$ cat src/bnn_pkg.sv
`default_nettype none

package bnn_pkg;

  // ==============================
  // Image and buffer sizing
  // ==============================
  localparam int IMG_BYTES = 113;        // Bytes per image
  localparam int ADDR_W    = 7;          // Buffer address width

  // ==============================
  // SPI command bytes
  // ==============================
  localparam logic [7:0] CMD_IMG_SEND = 8'hFE;  // Image follows
  localparam logic [7:0] CMD_CLEAR    = 8'hFD;  // Drop buffer and result

  // ==============================
  // Status codes
  // ==============================
  localparam logic [3:0] STATUS_IDLE       = 4'd0;
  localparam logic [3:0] STATUS_RX_IMG_RDY = 4'd1;   // Waiting for first image byte
  localparam logic [3:0] STATUS_RX_IMG     = 4'd2;   // Image bytes arriving
  localparam logic [3:0] STATUS_BNN_BUSY   = 4'd4;
  localparam logic [3:0] STATUS_RESULT_RDY = 4'd8;
  localparam logic [3:0] STATUS_ERROR      = 4'd14;

  // ==============================
  // Classifier
  // ==============================
  localparam int N_CLASSES = 4;
  localparam int SCORE_W   = 10;         // Max score is 113 * 8 = 904

  // Key byte per class, class 0 in the low byte
  localparam logic [N_CLASSES-1:0][7:0] CLASS_KEY = {8'h0F, 8'hAA, 8'hFF, 8'h00};

  // Idle clk cycles tolerated between image bytes
  localparam int GAP_LIMIT = 2000;
  localparam int GAP_CNT_W = $clog2(GAP_LIMIT + 1);

endpackage

`default_nettype wire

$ cat src/spi_byte_rx.sv
`default_nettype none
`timescale 1ns/1ps

module spi_byte_rx (
  input  logic       clk,
  input  logic       rst_n,
  input  logic       sclk,
  input  logic       cs_n,
  input  logic       mosi,
  input  logic       rx_enable,
  input  logic       byte_taken,
  input  logic [7:0] status_word,
  output logic [7:0] rx_data,
  output logic       byte_valid,
  output logic       miso
);

  logic [1:0] sclk_sync;
  logic [1:0] cs_sync;
  logic [1:0] mosi_sync;
  logic       sclk_q;
  logic       cs_q;
  logic       sclk_rise;
  logic       sclk_fall;
  logic       cs_fall;
  logic       byte_done;
  logic [2:0] bit_cnt;
  logic [7:0] rx_shift;
  logic [7:0] tx_shift;

  assign sclk_rise = sclk_sync[1] && !sclk_q;
  assign sclk_fall = !sclk_sync[1] && sclk_q;
  assign cs_fall   = !cs_sync[1] && cs_q;
  assign byte_done = sclk_rise && !cs_sync[1] && (bit_cnt == 3'd7);
  assign miso      = tx_shift[7];                  // MSB first

  // ==============================
  // Synchronizers, bit count, status shifter
  // ==============================
  always_ff @(posedge clk or negedge rst_n) begin
    if (!rst_n) begin
      sclk_sync  <= 2'b00;
      cs_sync    <= 2'b11;                          // Deselected at reset
      mosi_sync  <= 2'b00;
      sclk_q     <= 1'b0;
      cs_q       <= 1'b1;
      bit_cnt    <= 3'd0;
      byte_valid <= 1'b0;
      tx_shift   <= 8'h00;
    end else begin
      sclk_sync <= {sclk_sync[0], sclk};
      cs_sync   <= {cs_sync[0], cs_n};
      mosi_sync <= {mosi_sync[0], mosi};
      sclk_q    <= sclk_sync[1];
      cs_q      <= cs_sync[1];

      if (cs_sync[1])
        bit_cnt <= 3'd0;
      else if (sclk_rise)
        bit_cnt <= bit_cnt + 1'b1;

      // Bytes finished while disabled are dropped
      if (byte_done && rx_enable)
        byte_valid <= 1'b1;
      else if (byte_taken)
        byte_valid <= 1'b0;

      if (cs_fall)
        tx_shift <= status_word;                   // Snapshot at start of transfer
      else if (sclk_fall && !cs_sync[1])
        tx_shift <= {tx_shift[6:0], 1'b0};
    end
  end

  always_ff @(posedge clk) begin
    if (sclk_rise)
      rx_shift <= {rx_shift[6:0], mosi_sync[1]};
    if (byte_done && rx_enable)
      rx_data <= {rx_shift[6:0], mosi_sync[1]};
  end

endmodule

`default_nettype wire

$ cat src/controller_fsm.sv
`default_nettype none
`timescale 1ns/1ps

module controller_fsm (
  input  logic                       clk,
  input  logic                       rst_n,
  input  logic [7:0]                 rx_data,
  input  logic                       byte_valid,
  output logic                       byte_taken,
  output logic                       rx_enable,
  input  logic                       buf_full,
  input  logic                       buf_empty,
  input  logic                       wr_ready,
  output logic                       wr_req,
  output logic                       clear,
  output logic [7:0]                 wr_data,
  output logic [bnn_pkg::ADDR_W-1:0] wr_addr,
  input  logic                       gap_expired,
  output logic                       gap_run,
  output logic                       gap_restart,
  input  logic                       result_ready,
  input  logic [3:0]                 class_in,
  output logic                       bnn_enable,
  output logic [3:0]                 status_code,
  output logic [3:0]                 result
);

  typedef enum logic [2:0] {
    S_IDLE,
    S_WAIT_IMAGE,
    S_IMG_RX,
    S_WAIT_FOR_BNN,
    S_RESULT_RDY,
    S_CLEAR
  } state_t;

  state_t     state;
  state_t     next_state;
  logic [3:0] next_status;
  logic       valid_q;
  logic       new_byte;
  logic       buf_full_q;

  assign new_byte    = byte_valid && !valid_q;     // Rising edge only
  assign wr_data     = rx_data;
  assign gap_run     = (state == S_IMG_RX);
  assign gap_restart = wr_req && wr_ready;

  // ==============================
  // State, status, address, result
  // ==============================
  always_ff @(posedge clk or negedge rst_n) begin
    if (!rst_n) begin
      state       <= S_IDLE;
      status_code <= bnn_pkg::STATUS_IDLE;
      result      <= 4'd0;
      wr_addr     <= '0;
      byte_taken  <= 1'b0;
      valid_q     <= 1'b0;
      buf_full_q  <= 1'b0;
    end else begin
      state       <= next_state;
      status_code <= next_status;
      byte_taken  <= new_byte;                     // Every new byte is consumed
      valid_q     <= byte_valid;
      buf_full_q  <= buf_full;

      if (clear)
        wr_addr <= '0;
      else if (wr_req && wr_ready)
        wr_addr <= wr_addr + 1'b1;

      if (clear)
        result <= 4'd0;
      else if (state == S_WAIT_FOR_BNN && result_ready)
        result <= class_in;                        // Captured on entry to S_RESULT_RDY
    end
  end

  // ==============================
  // Next state
  // ==============================
  always_comb begin
    next_state  = state;
    next_status = status_code;
    rx_enable   = 1'b1;
    wr_req      = 1'b0;
    clear       = 1'b0;
    bnn_enable  = 1'b0;

    case (state)
      S_IDLE: begin
        if (buf_full_q) begin
          next_state  = S_WAIT_FOR_BNN;
          next_status = bnn_pkg::STATUS_BNN_BUSY;
        end else if (new_byte) begin
          if (rx_data == bnn_pkg::CMD_CLEAR) begin
            next_state  = S_CLEAR;
            next_status = bnn_pkg::STATUS_IDLE;
            clear       = 1'b1;
          end else if (rx_data == bnn_pkg::CMD_IMG_SEND) begin
            next_state  = S_WAIT_IMAGE;
            next_status = bnn_pkg::STATUS_RX_IMG_RDY;
          end else if (wr_ready) begin
            wr_req = 1'b1;                         // Raw byte goes straight to buffer
          end else begin
            next_status = bnn_pkg::STATUS_ERROR;
          end
        end
      end

      S_WAIT_IMAGE: begin
        if (new_byte) begin
          next_state  = S_IMG_RX;
          next_status = bnn_pkg::STATUS_RX_IMG;
          wr_req      = 1'b1;
        end
      end

      S_IMG_RX: begin
        if (buf_full_q) begin
          next_state  = S_WAIT_FOR_BNN;
          next_status = bnn_pkg::STATUS_BNN_BUSY;
        end else if (gap_expired) begin
          next_state  = S_IDLE;                    // Host stalled mid image
          next_status = bnn_pkg::STATUS_ERROR;
        end else if (new_byte) begin
          if (rx_data == bnn_pkg::CMD_CLEAR) begin
            next_state  = S_CLEAR;
            next_status = bnn_pkg::STATUS_IDLE;
            clear       = 1'b1;
          end else begin
            wr_req = 1'b1;
          end
        end
      end

      S_WAIT_FOR_BNN: begin
        bnn_enable = 1'b1;
        if (result_ready) begin
          next_state  = S_RESULT_RDY;
          next_status = bnn_pkg::STATUS_RESULT_RDY;
        end else if (new_byte && rx_data == bnn_pkg::CMD_CLEAR) begin
          next_state  = S_CLEAR;
          next_status = bnn_pkg::STATUS_IDLE;
          clear       = 1'b1;
        end
      end

      S_RESULT_RDY: begin
        if (new_byte && rx_data == bnn_pkg::CMD_CLEAR) begin
          next_state  = S_CLEAR;
          next_status = bnn_pkg::STATUS_IDLE;
          clear       = 1'b1;
        end
      end

      S_CLEAR: begin
        rx_enable = 1'b0;
        clear     = 1'b1;
        if (buf_empty) begin
          next_state  = S_IDLE;
          next_status = bnn_pkg::STATUS_IDLE;
        end
      end

      default: begin
        next_state  = S_IDLE;
        next_status = bnn_pkg::STATUS_ERROR;
      end
    endcase
  end

endmodule

`default_nettype wire

$ cat src/byte_gap_timer.sv
`default_nettype none
`timescale 1ns/1ps

module byte_gap_timer (
  input  logic clk,
  input  logic rst_n,
  input  logic run,
  input  logic restart,
  output logic expired
);

  logic [bnn_pkg::GAP_CNT_W-1:0] cnt;

  assign expired = (int'(cnt) == bnn_pkg::GAP_LIMIT);

  // Saturates at the limit so expired stays up
  always_ff @(posedge clk or negedge rst_n) begin
    if (!rst_n)
      cnt <= '0;
    else if (restart || !run)
      cnt <= '0;
    else if (!expired)
      cnt <= cnt + 1'b1;
  end

endmodule

`default_nettype wire

$ cat src/image_buffer.sv
`default_nettype none
`timescale 1ns/1ps

module image_buffer (
  input  logic                       clk,
  input  logic                       rst_n,
  input  logic                       wr_req,
  input  logic [bnn_pkg::ADDR_W-1:0] wr_addr,
  input  logic [7:0]                 wr_data,
  input  logic                       clear,
  input  logic [bnn_pkg::ADDR_W-1:0] rd_addr,
  output logic [7:0]                 rd_data,
  output logic                       wr_ready,
  output logic                       full,
  output logic                       empty
);

  logic [7:0]                 mem [bnn_pkg::IMG_BYTES];
  logic [bnn_pkg::ADDR_W-1:0] fill;
  logic                       wr_fire;

  assign full     = (int'(fill) == bnn_pkg::IMG_BYTES);
  assign empty    = (fill == '0);
  assign wr_ready = !full;
  assign wr_fire  = wr_req && wr_ready && !clear;

  // Fill count, clear wins over a write
  always_ff @(posedge clk or negedge rst_n) begin
    if (!rst_n)
      fill <= '0;
    else if (clear)
      fill <= '0;
    else if (wr_fire)
      fill <= fill + 1'b1;
  end

  // Storage with registered read
  always_ff @(posedge clk) begin
    if (wr_fire)
      mem[wr_addr] <= wr_data;
    rd_data <= mem[rd_addr];
  end

endmodule

`default_nettype wire

$ cat src/bnn_engine.sv
`default_nettype none
`timescale 1ns/1ps

module bnn_engine (
  input  logic                       clk,
  input  logic                       rst_n,
  input  logic                       enable,
  output logic [bnn_pkg::ADDR_W-1:0] rd_addr,
  input  logic [7:0]                 rd_data,
  output logic                       result_ready,
  output logic [3:0]                 class_out
);

  typedef enum logic [1:0] {
    E_IDLE,
    E_SCAN,
    E_PICK,
    E_DONE
  } eng_state_t;

  eng_state_t                  state;
  logic                        last_q;             // Last byte on rd_data this cycle
  logic [bnn_pkg::SCORE_W-1:0] score [bnn_pkg::N_CLASSES];
  logic [bnn_pkg::SCORE_W-1:0] best_score;
  logic [3:0]                  best_idx;

  function automatic logic [bnn_pkg::SCORE_W-1:0] popcount(input logic [7:0] b);
    logic [bnn_pkg::SCORE_W-1:0] n;
    n = '0;
    for (int i = 0; i < 8; i++) begin
      if (b[i])
        n = n + 1'b1;
    end
    return n;
  endfunction

  // Strict greater keeps the lower index on a tie
  always_comb begin
    best_idx   = 4'd0;
    best_score = score[0];
    for (int c = 1; c < bnn_pkg::N_CLASSES; c++) begin
      if (score[c] > best_score) begin
        best_idx   = 4'(c);
        best_score = score[c];
      end
    end
  end

  // ==============================
  // Scan sequencing
  // ==============================
  always_ff @(posedge clk or negedge rst_n) begin
    if (!rst_n) begin
      state        <= E_IDLE;
      rd_addr      <= '0;
      last_q       <= 1'b0;
      result_ready <= 1'b0;
      class_out    <= 4'd0;
    end else if (!enable) begin
      state        <= E_IDLE;                      // Abort or release after result
      rd_addr      <= '0;
      last_q       <= 1'b0;
      result_ready <= 1'b0;
    end else begin
      case (state)
        E_IDLE: begin
          state   <= E_SCAN;
          rd_addr <= rd_addr + 1'b1;               // Address 0 already issued
        end
        E_SCAN: begin
          last_q <= (int'(rd_addr) == bnn_pkg::IMG_BYTES - 1) && !last_q;
          if (int'(rd_addr) != bnn_pkg::IMG_BYTES - 1)
            rd_addr <= rd_addr + 1'b1;
          if (last_q)
            state <= E_PICK;
        end
        E_PICK: begin
          result_ready <= 1'b1;
          class_out    <= best_idx;
          state        <= E_DONE;
        end
        default: state <= E_DONE;                  // Hold until enable drops
      endcase
    end
  end

  // XNOR popcount accumulation, one byte per scan cycle
  always_ff @(posedge clk) begin
    for (int c = 0; c < bnn_pkg::N_CLASSES; c++) begin
      if (state == E_IDLE)
        score[c] <= '0;
      else if (state == E_SCAN)
        score[c] <= score[c] + popcount(~(rd_data ^ bnn_pkg::CLASS_KEY[c]));
    end
  end

endmodule

`default_nettype wire

$ cat src/bnn_top.sv
`default_nettype none
`timescale 1ns/1ps

module bnn_top (
  input  logic       clk,
  input  logic       rst_n,
  input  logic       sclk,
  input  logic       cs_n,
  input  logic       mosi,
  output logic       miso,
  output logic [3:0] status_code,
  output logic [3:0] result
);

  logic [7:0]                 rx_data;
  logic                       byte_valid;
  logic                       byte_taken;
  logic                       rx_enable;
  logic                       wr_req;
  logic                       wr_ready;
  logic                       clear;
  logic                       buf_full;
  logic                       buf_empty;
  logic [7:0]                 wr_data;
  logic [7:0]                 rd_data;
  logic [bnn_pkg::ADDR_W-1:0] wr_addr;
  logic [bnn_pkg::ADDR_W-1:0] rd_addr;
  logic                       gap_run;
  logic                       gap_restart;
  logic                       gap_expired;
  logic                       bnn_enable;
  logic                       result_ready;
  logic [3:0]                 class_out;

  // ==============================
  // SPI front end
  // ==============================
  spi_byte_rx u_rx (
    .clk         (clk),
    .rst_n       (rst_n),
    .sclk        (sclk),
    .cs_n        (cs_n),
    .mosi        (mosi),
    .rx_enable   (rx_enable),
    .byte_taken  (byte_taken),
    .status_word ({result, status_code}),          // Read back by the host
    .rx_data     (rx_data),
    .byte_valid  (byte_valid),
    .miso        (miso)
  );

  controller_fsm u_fsm (
    .clk          (clk),
    .rst_n        (rst_n),
    .rx_data      (rx_data),
    .byte_valid   (byte_valid),
    .byte_taken   (byte_taken),
    .rx_enable    (rx_enable),
    .buf_full     (buf_full),
    .buf_empty    (buf_empty),
    .wr_ready     (wr_ready),
    .wr_req       (wr_req),
    .clear        (clear),
    .wr_data      (wr_data),
    .wr_addr      (wr_addr),
    .gap_expired  (gap_expired),
    .gap_run      (gap_run),
    .gap_restart  (gap_restart),
    .result_ready (result_ready),
    .class_in     (class_out),
    .bnn_enable   (bnn_enable),
    .status_code  (status_code),
    .result       (result)
  );

  byte_gap_timer u_timer (
    .clk     (clk),
    .rst_n   (rst_n),
    .run     (gap_run),
    .restart (gap_restart),
    .expired (gap_expired)
  );

  // ==============================
  // Storage and classifier
  // ==============================
  image_buffer u_buf (
    .clk      (clk),
    .rst_n    (rst_n),
    .wr_req   (wr_req),
    .wr_addr  (wr_addr),
    .wr_data  (wr_data),
    .clear    (clear),
    .rd_addr  (rd_addr),
    .rd_data  (rd_data),
    .wr_ready (wr_ready),
    .full     (buf_full),
    .empty    (buf_empty)
  );

  bnn_engine u_bnn (
    .clk          (clk),
    .rst_n        (rst_n),
    .enable       (bnn_enable),
    .rd_addr      (rd_addr),
    .rd_data      (rd_data),
    .result_ready (result_ready),
    .class_out    (class_out)
  );

endmodule

`default_nettype wire

$ cat config.mk
export PLATFORM = sky130hd
export DESIGN_NAME = bnn_top
export DESIGN_NICKNAME = d
export VERILOG_FILES = /design/src/bnn_pkg.sv /design/src/spi_byte_rx.sv /design/src/controller_fsm.sv /design/src/byte_gap_timer.sv /design/src/image_buffer.sv /design/src/bnn_engine.sv /design/src/bnn_top.sv
export SDC_FILE = /design/constraint.sdc
export NUM_CORES = 1
export LEC_CHECK = 0
export BUFFER_PORTS_ARGS = -buffer_cell sky130_fd_sc_hd__buf_2
export CORE_ASPECT_RATIO = 2
export CORE_UTILIZATION = 53
export CTS_CLUSTER_DIAMETER = 120
export CTS_CLUSTER_SIZE = 10
export DETAILED_ROUTE_END_ITERATION = 16
export PLACE_DENSITY = 0.77
export SKIP_CTS_REPAIR_TIMING = 1
export SYNTH_ARGS = -nofsm -noshare
export SYNTH_HDL_FRONTEND = slang
export SYNTH_SLANG_ARGS = --single-unit
export TNS_END_PERCENT = 50
$ cat constraint.sdc
create_clock -name clk -period 6.7 [get_ports clk]
set_clock_uncertainty 0.05 [all_clocks]
set_input_delay 1.34 -clock clk [delete_from_list [all_inputs] [get_ports clk]]
set_output_delay 1.34 -clock clk [all_outputs]
set_load 0.01 [all_outputs]
==> key figures <==
Clocking
  – Clock sink total: 1,037
  – H-tree depth: 3
  – Clk root buf: clkbuf_16
  – Max clock buf depth: 3
  – Later-pin clock latency in the skew report: 0.72 ns
  – CTS tree: done
  – CTS buffer count: 113
  – Clock transition at path regs: 0.07 ns

Synthesis
  – Largest area contributor in the netlist: edfxtp_1
  – Yosys warning total: 0
  – EDFF count, synth: 959
  – Synth Register Bits: 1,037
  – Syn avg cell area: 18.4 sq um
  – Primary FF master, synth: edfxtp_1
  – Synth top area cells: edfxtp_1 (65%), mux4_2 (15%), dfrtp_1 (3.8%), ha_1 (2.7%), nor2_1 (1.9%)
  – Async set or reset register ratio after synthesis: 6.75%
  – Syn Inst Count: 2,400
  – Library cells used by synthesis: 74
  – Post-Syn Area: 0.0441 sq mm
  – Seq/Total Area, Yosys: 69.7%
  – Top cell type's share of synthesized area: 65.3%

Global routing
  – Grt ovf: 0
  – Gr usage total: 25.2%
  – Initial antenna violation count: 1
  – Largest net degree at the start of global routing: 114
  – Vias in the first global route: 24,200
  – First-pass GRT wire length: 154 mm

Route
  – Via density: 6.34
  – Routed Antenna Nets: 0
  – Drt total wl: 103 mm
  – First DRT Iteration DRCs: 2,252
  – Drt wl/cell: 28.6 um
  – Drt first pass iters: 9
  – Residual DRC: 0
  – Vias: 22,800

Critical path
  – CP cell instances: inv_1, ha_2, xnor3_2, xnor2_1, inv_1, ha_1, a22oi_1, inv_1, ha_1, nor2_1, a21oi_1, ha_1, mux2_2, fa_1, a21o_1, a21oi_1, o21bai_1, a21oi_1, o21bai_1, a21oi_1, xnor2_1, nor2_1
  – CP endpoint kind: flop
  – CP max-delay cell: xnor2_1
  – Kind of cell adding the most delay to the critical path: adder cells
  – Startpoint types: flop
  – CP Max Fanout: 10
  – CP arrival: 6.60 ns
  – Slowest Stage Delay on Critical Path: 0.56 ns
  – CP most frequent cell: a21oi_1
  – WP buf/inv: 3
  – Worst Setup Path Type: reg2reg
  – Critical Path Stages: 22
  – Worst Reg-to-Reg Cells: 22
  – CP required: 7.10 ns

Placement
  – Routability cong.: 0.905
  – Placed cell areas: 0.0454 sq mm
  – DP HPWL: 65.0 mm
  – PortBufs: 11

Floorplan
  – Die area: 0.0844 sq mm
  – Die Ht: 410 um
  – Starting Density: 53.5%
  – Ports: 14
  – Cell Rows: 149
  – Die W: 206 um
  – Core area: 0.0824 sq mm

STA
  – Final setup vio count: 0
  – Final slew viol count: 0
  – Worst hold slack: 0.295 ns
  – Period utilisation layout: 92.6%
  – Final setup TNS: 0 ns
  – Worst slew pin tran: 1.29 ns
  – Final min period: 6.21 ns
  – Fmax: 161 MHz
  – Worst slew margin: 14.0%
  – RSZ-0062 raised after global routing: no
  – Final hold viol count: 0

Cells and area
  – Diode count: 0
  – Storage cell area: 0.0307 sq mm
  – Final Cell Area: 0.0486 sq mm
  – Area Growth Syn to Fin: 10.4%
  – Filler cell count: 5,674
  – Share of layout cells above drive strength 1: 19.9%
  – Fin nets: 2,567
  – Area occupied by multi-input gates: 0.0127 sq mm
  – Most frequent cells in the layout: edfxtp_1 (959), mux4_2 (296), nor2_1 (220), clkbuf_16 (113), ha_1 (94)
  – Commonest non-fill, non-tap cell in the layout: edfxtp_1
  – Core Util, Final: 59.0%

Job
  – Max Cap Violations: 0

Power and ir drop
  – PwrDens: 259 mW/mm^2
  – Leak: 15.7 nW
  – Peak VDD IR: 0.215 mV

Hold path
  – WHS Path Cells: 0
  – Worst Hold Class: reg2reg

Outcome
  – Status: finished, final reports clean
## stage by stage
stage / cells / worst slack (ns) / power (mW)
floorplan: 2413 / 0.998 / 7.13
global placement: 3405 / 0.483 / 7.14
detailed placement: 3405 / 0.434 / 7.14
CTS: 3589 / 0.398 / 12.7
global route: 3589 / 0.0605 / 12.9
finish: 3589 / 0.494 / 12.6
## state kept, by name, summed over array words and instances, names as in the netlist, 4 cells and up
register and count:
u_rx.tx_shift 8, u_fsm.status_code 4, u_rx.rx_data 8, u_rx.rx_shift 7, u_buf.rd_data 8, u_timer.cnt 11
u_buf.fill 7, u_bnn.score 40, u_buf.mem 904, u_fsm.wr_addr 7, u_bnn.rd_addr 7
## cell type report
| type | instances | share of cell area (%) |
|---|---|---|
| inverter | 69 | 0.532 |
| tap | 1057 | 2.72 |
| clock buffer | 176 | 6.30 |
| sequential | 1037 | 63.2 |
| multi-input combinational | 1194 | 26.1 |
| timing repair buffer | 48 | 0.818 |
| clock inverter | 8 | 0.337 |
## power breakdown
part,internal (mW),switching [mW],total [mW]
clock network,3.13,2.45,5.57
logic,0.00874,0.0206,0.0294
registers,6.98,0.00327,6.98
total,10.1,2.47,12.6
## Yosys cell counts, types with 23 or more instances
cell,number
clkbuf_1,61
a21oi_1,52
mux4_2,296
o21ai_0,33
xor2_1,26
ha_1,95
inv_1,68
nand2_1,66
mux2i_1,28
nor2b_1,23
buf_1,39
edfxtp_1,959
dfrtp_1,67
nor2_1,220
a21o_1,26
xnor2_1,63
nand3_1,37
## worst register-to-register path: stages (launching register included)
cell      delay (ns)
dfxtp_1         0.42
inv_1           0.13
ha_2            0.47
xnor3_2         0.47
xnor2_1         0.56
inv_1           0.11
ha_1            0.30
a22oi_1         0.27
inv_1           0.08
ha_1            0.28
nor2_1          0.04
a21oi_1         0.25
ha_1            0.29
mux2_2          0.30
fa_1            0.47
a21o_1          0.18
a21oi_1         0.23
o21bai_1        0.10
a21oi_1         0.47
o21bai_1        0.12
a21oi_1         0.19
xnor2_1         0.14
nor2_1          0.05
## layer usage
layer,part of all wire (%),up-vias,global-route usage (%)
met2,55,976,45.8
met5,0,-,0
li1,-,9652,-
met1,32,11800,25.8
met3,5.2,328,3.77
met4,8.3,0,18.5
## kinds of logic (layout without fill, tap and decap cells)
group	after synthesis	after routing	synth area share, %
DFF	1037	1037	69.7
AOI/OAI and AO/OA	191	191	2.85
muxes	344	344	16.3
adders and majority gates	99	99	2.88
other	1	14	0.00851
buffers and inverters	182	301	1.62
and+or+nand+nor	456	456	4.86
xor gates and xnor gates	90	90	1.82
## path summary, 6_finish.rpt
path	from	end	slack (ns)
max	u_buf.rd_data[1]$_DFF_P_	u_bnn.score[0][8]$_SDFFCE_PN0P_	0.49
min	u_rx.mosi_sync[0]$_DFF_PN0_	u_rx.mosi_sync[1]$_DFF_PN0_	0.29
max reg2reg	u_buf.rd_data[1]$_DFF_P_	u_bnn.score[0][8]$_SDFFCE_PN0P_	0.49
min reg2reg	u_rx.mosi_sync[0]$_DFF_PN0_	u_rx.mosi_sync[1]$_DFF_PN0_	0.29
max in group asynchronous	rst_n	u_bnn.rd_addr[1]$_DFFE_PN0P_	5.14
min in group asynchronous	rst_n	u_rx.tx_shift[7]$_DFFE_PN0P_	0.71
(Power assumes the default switching activity.)
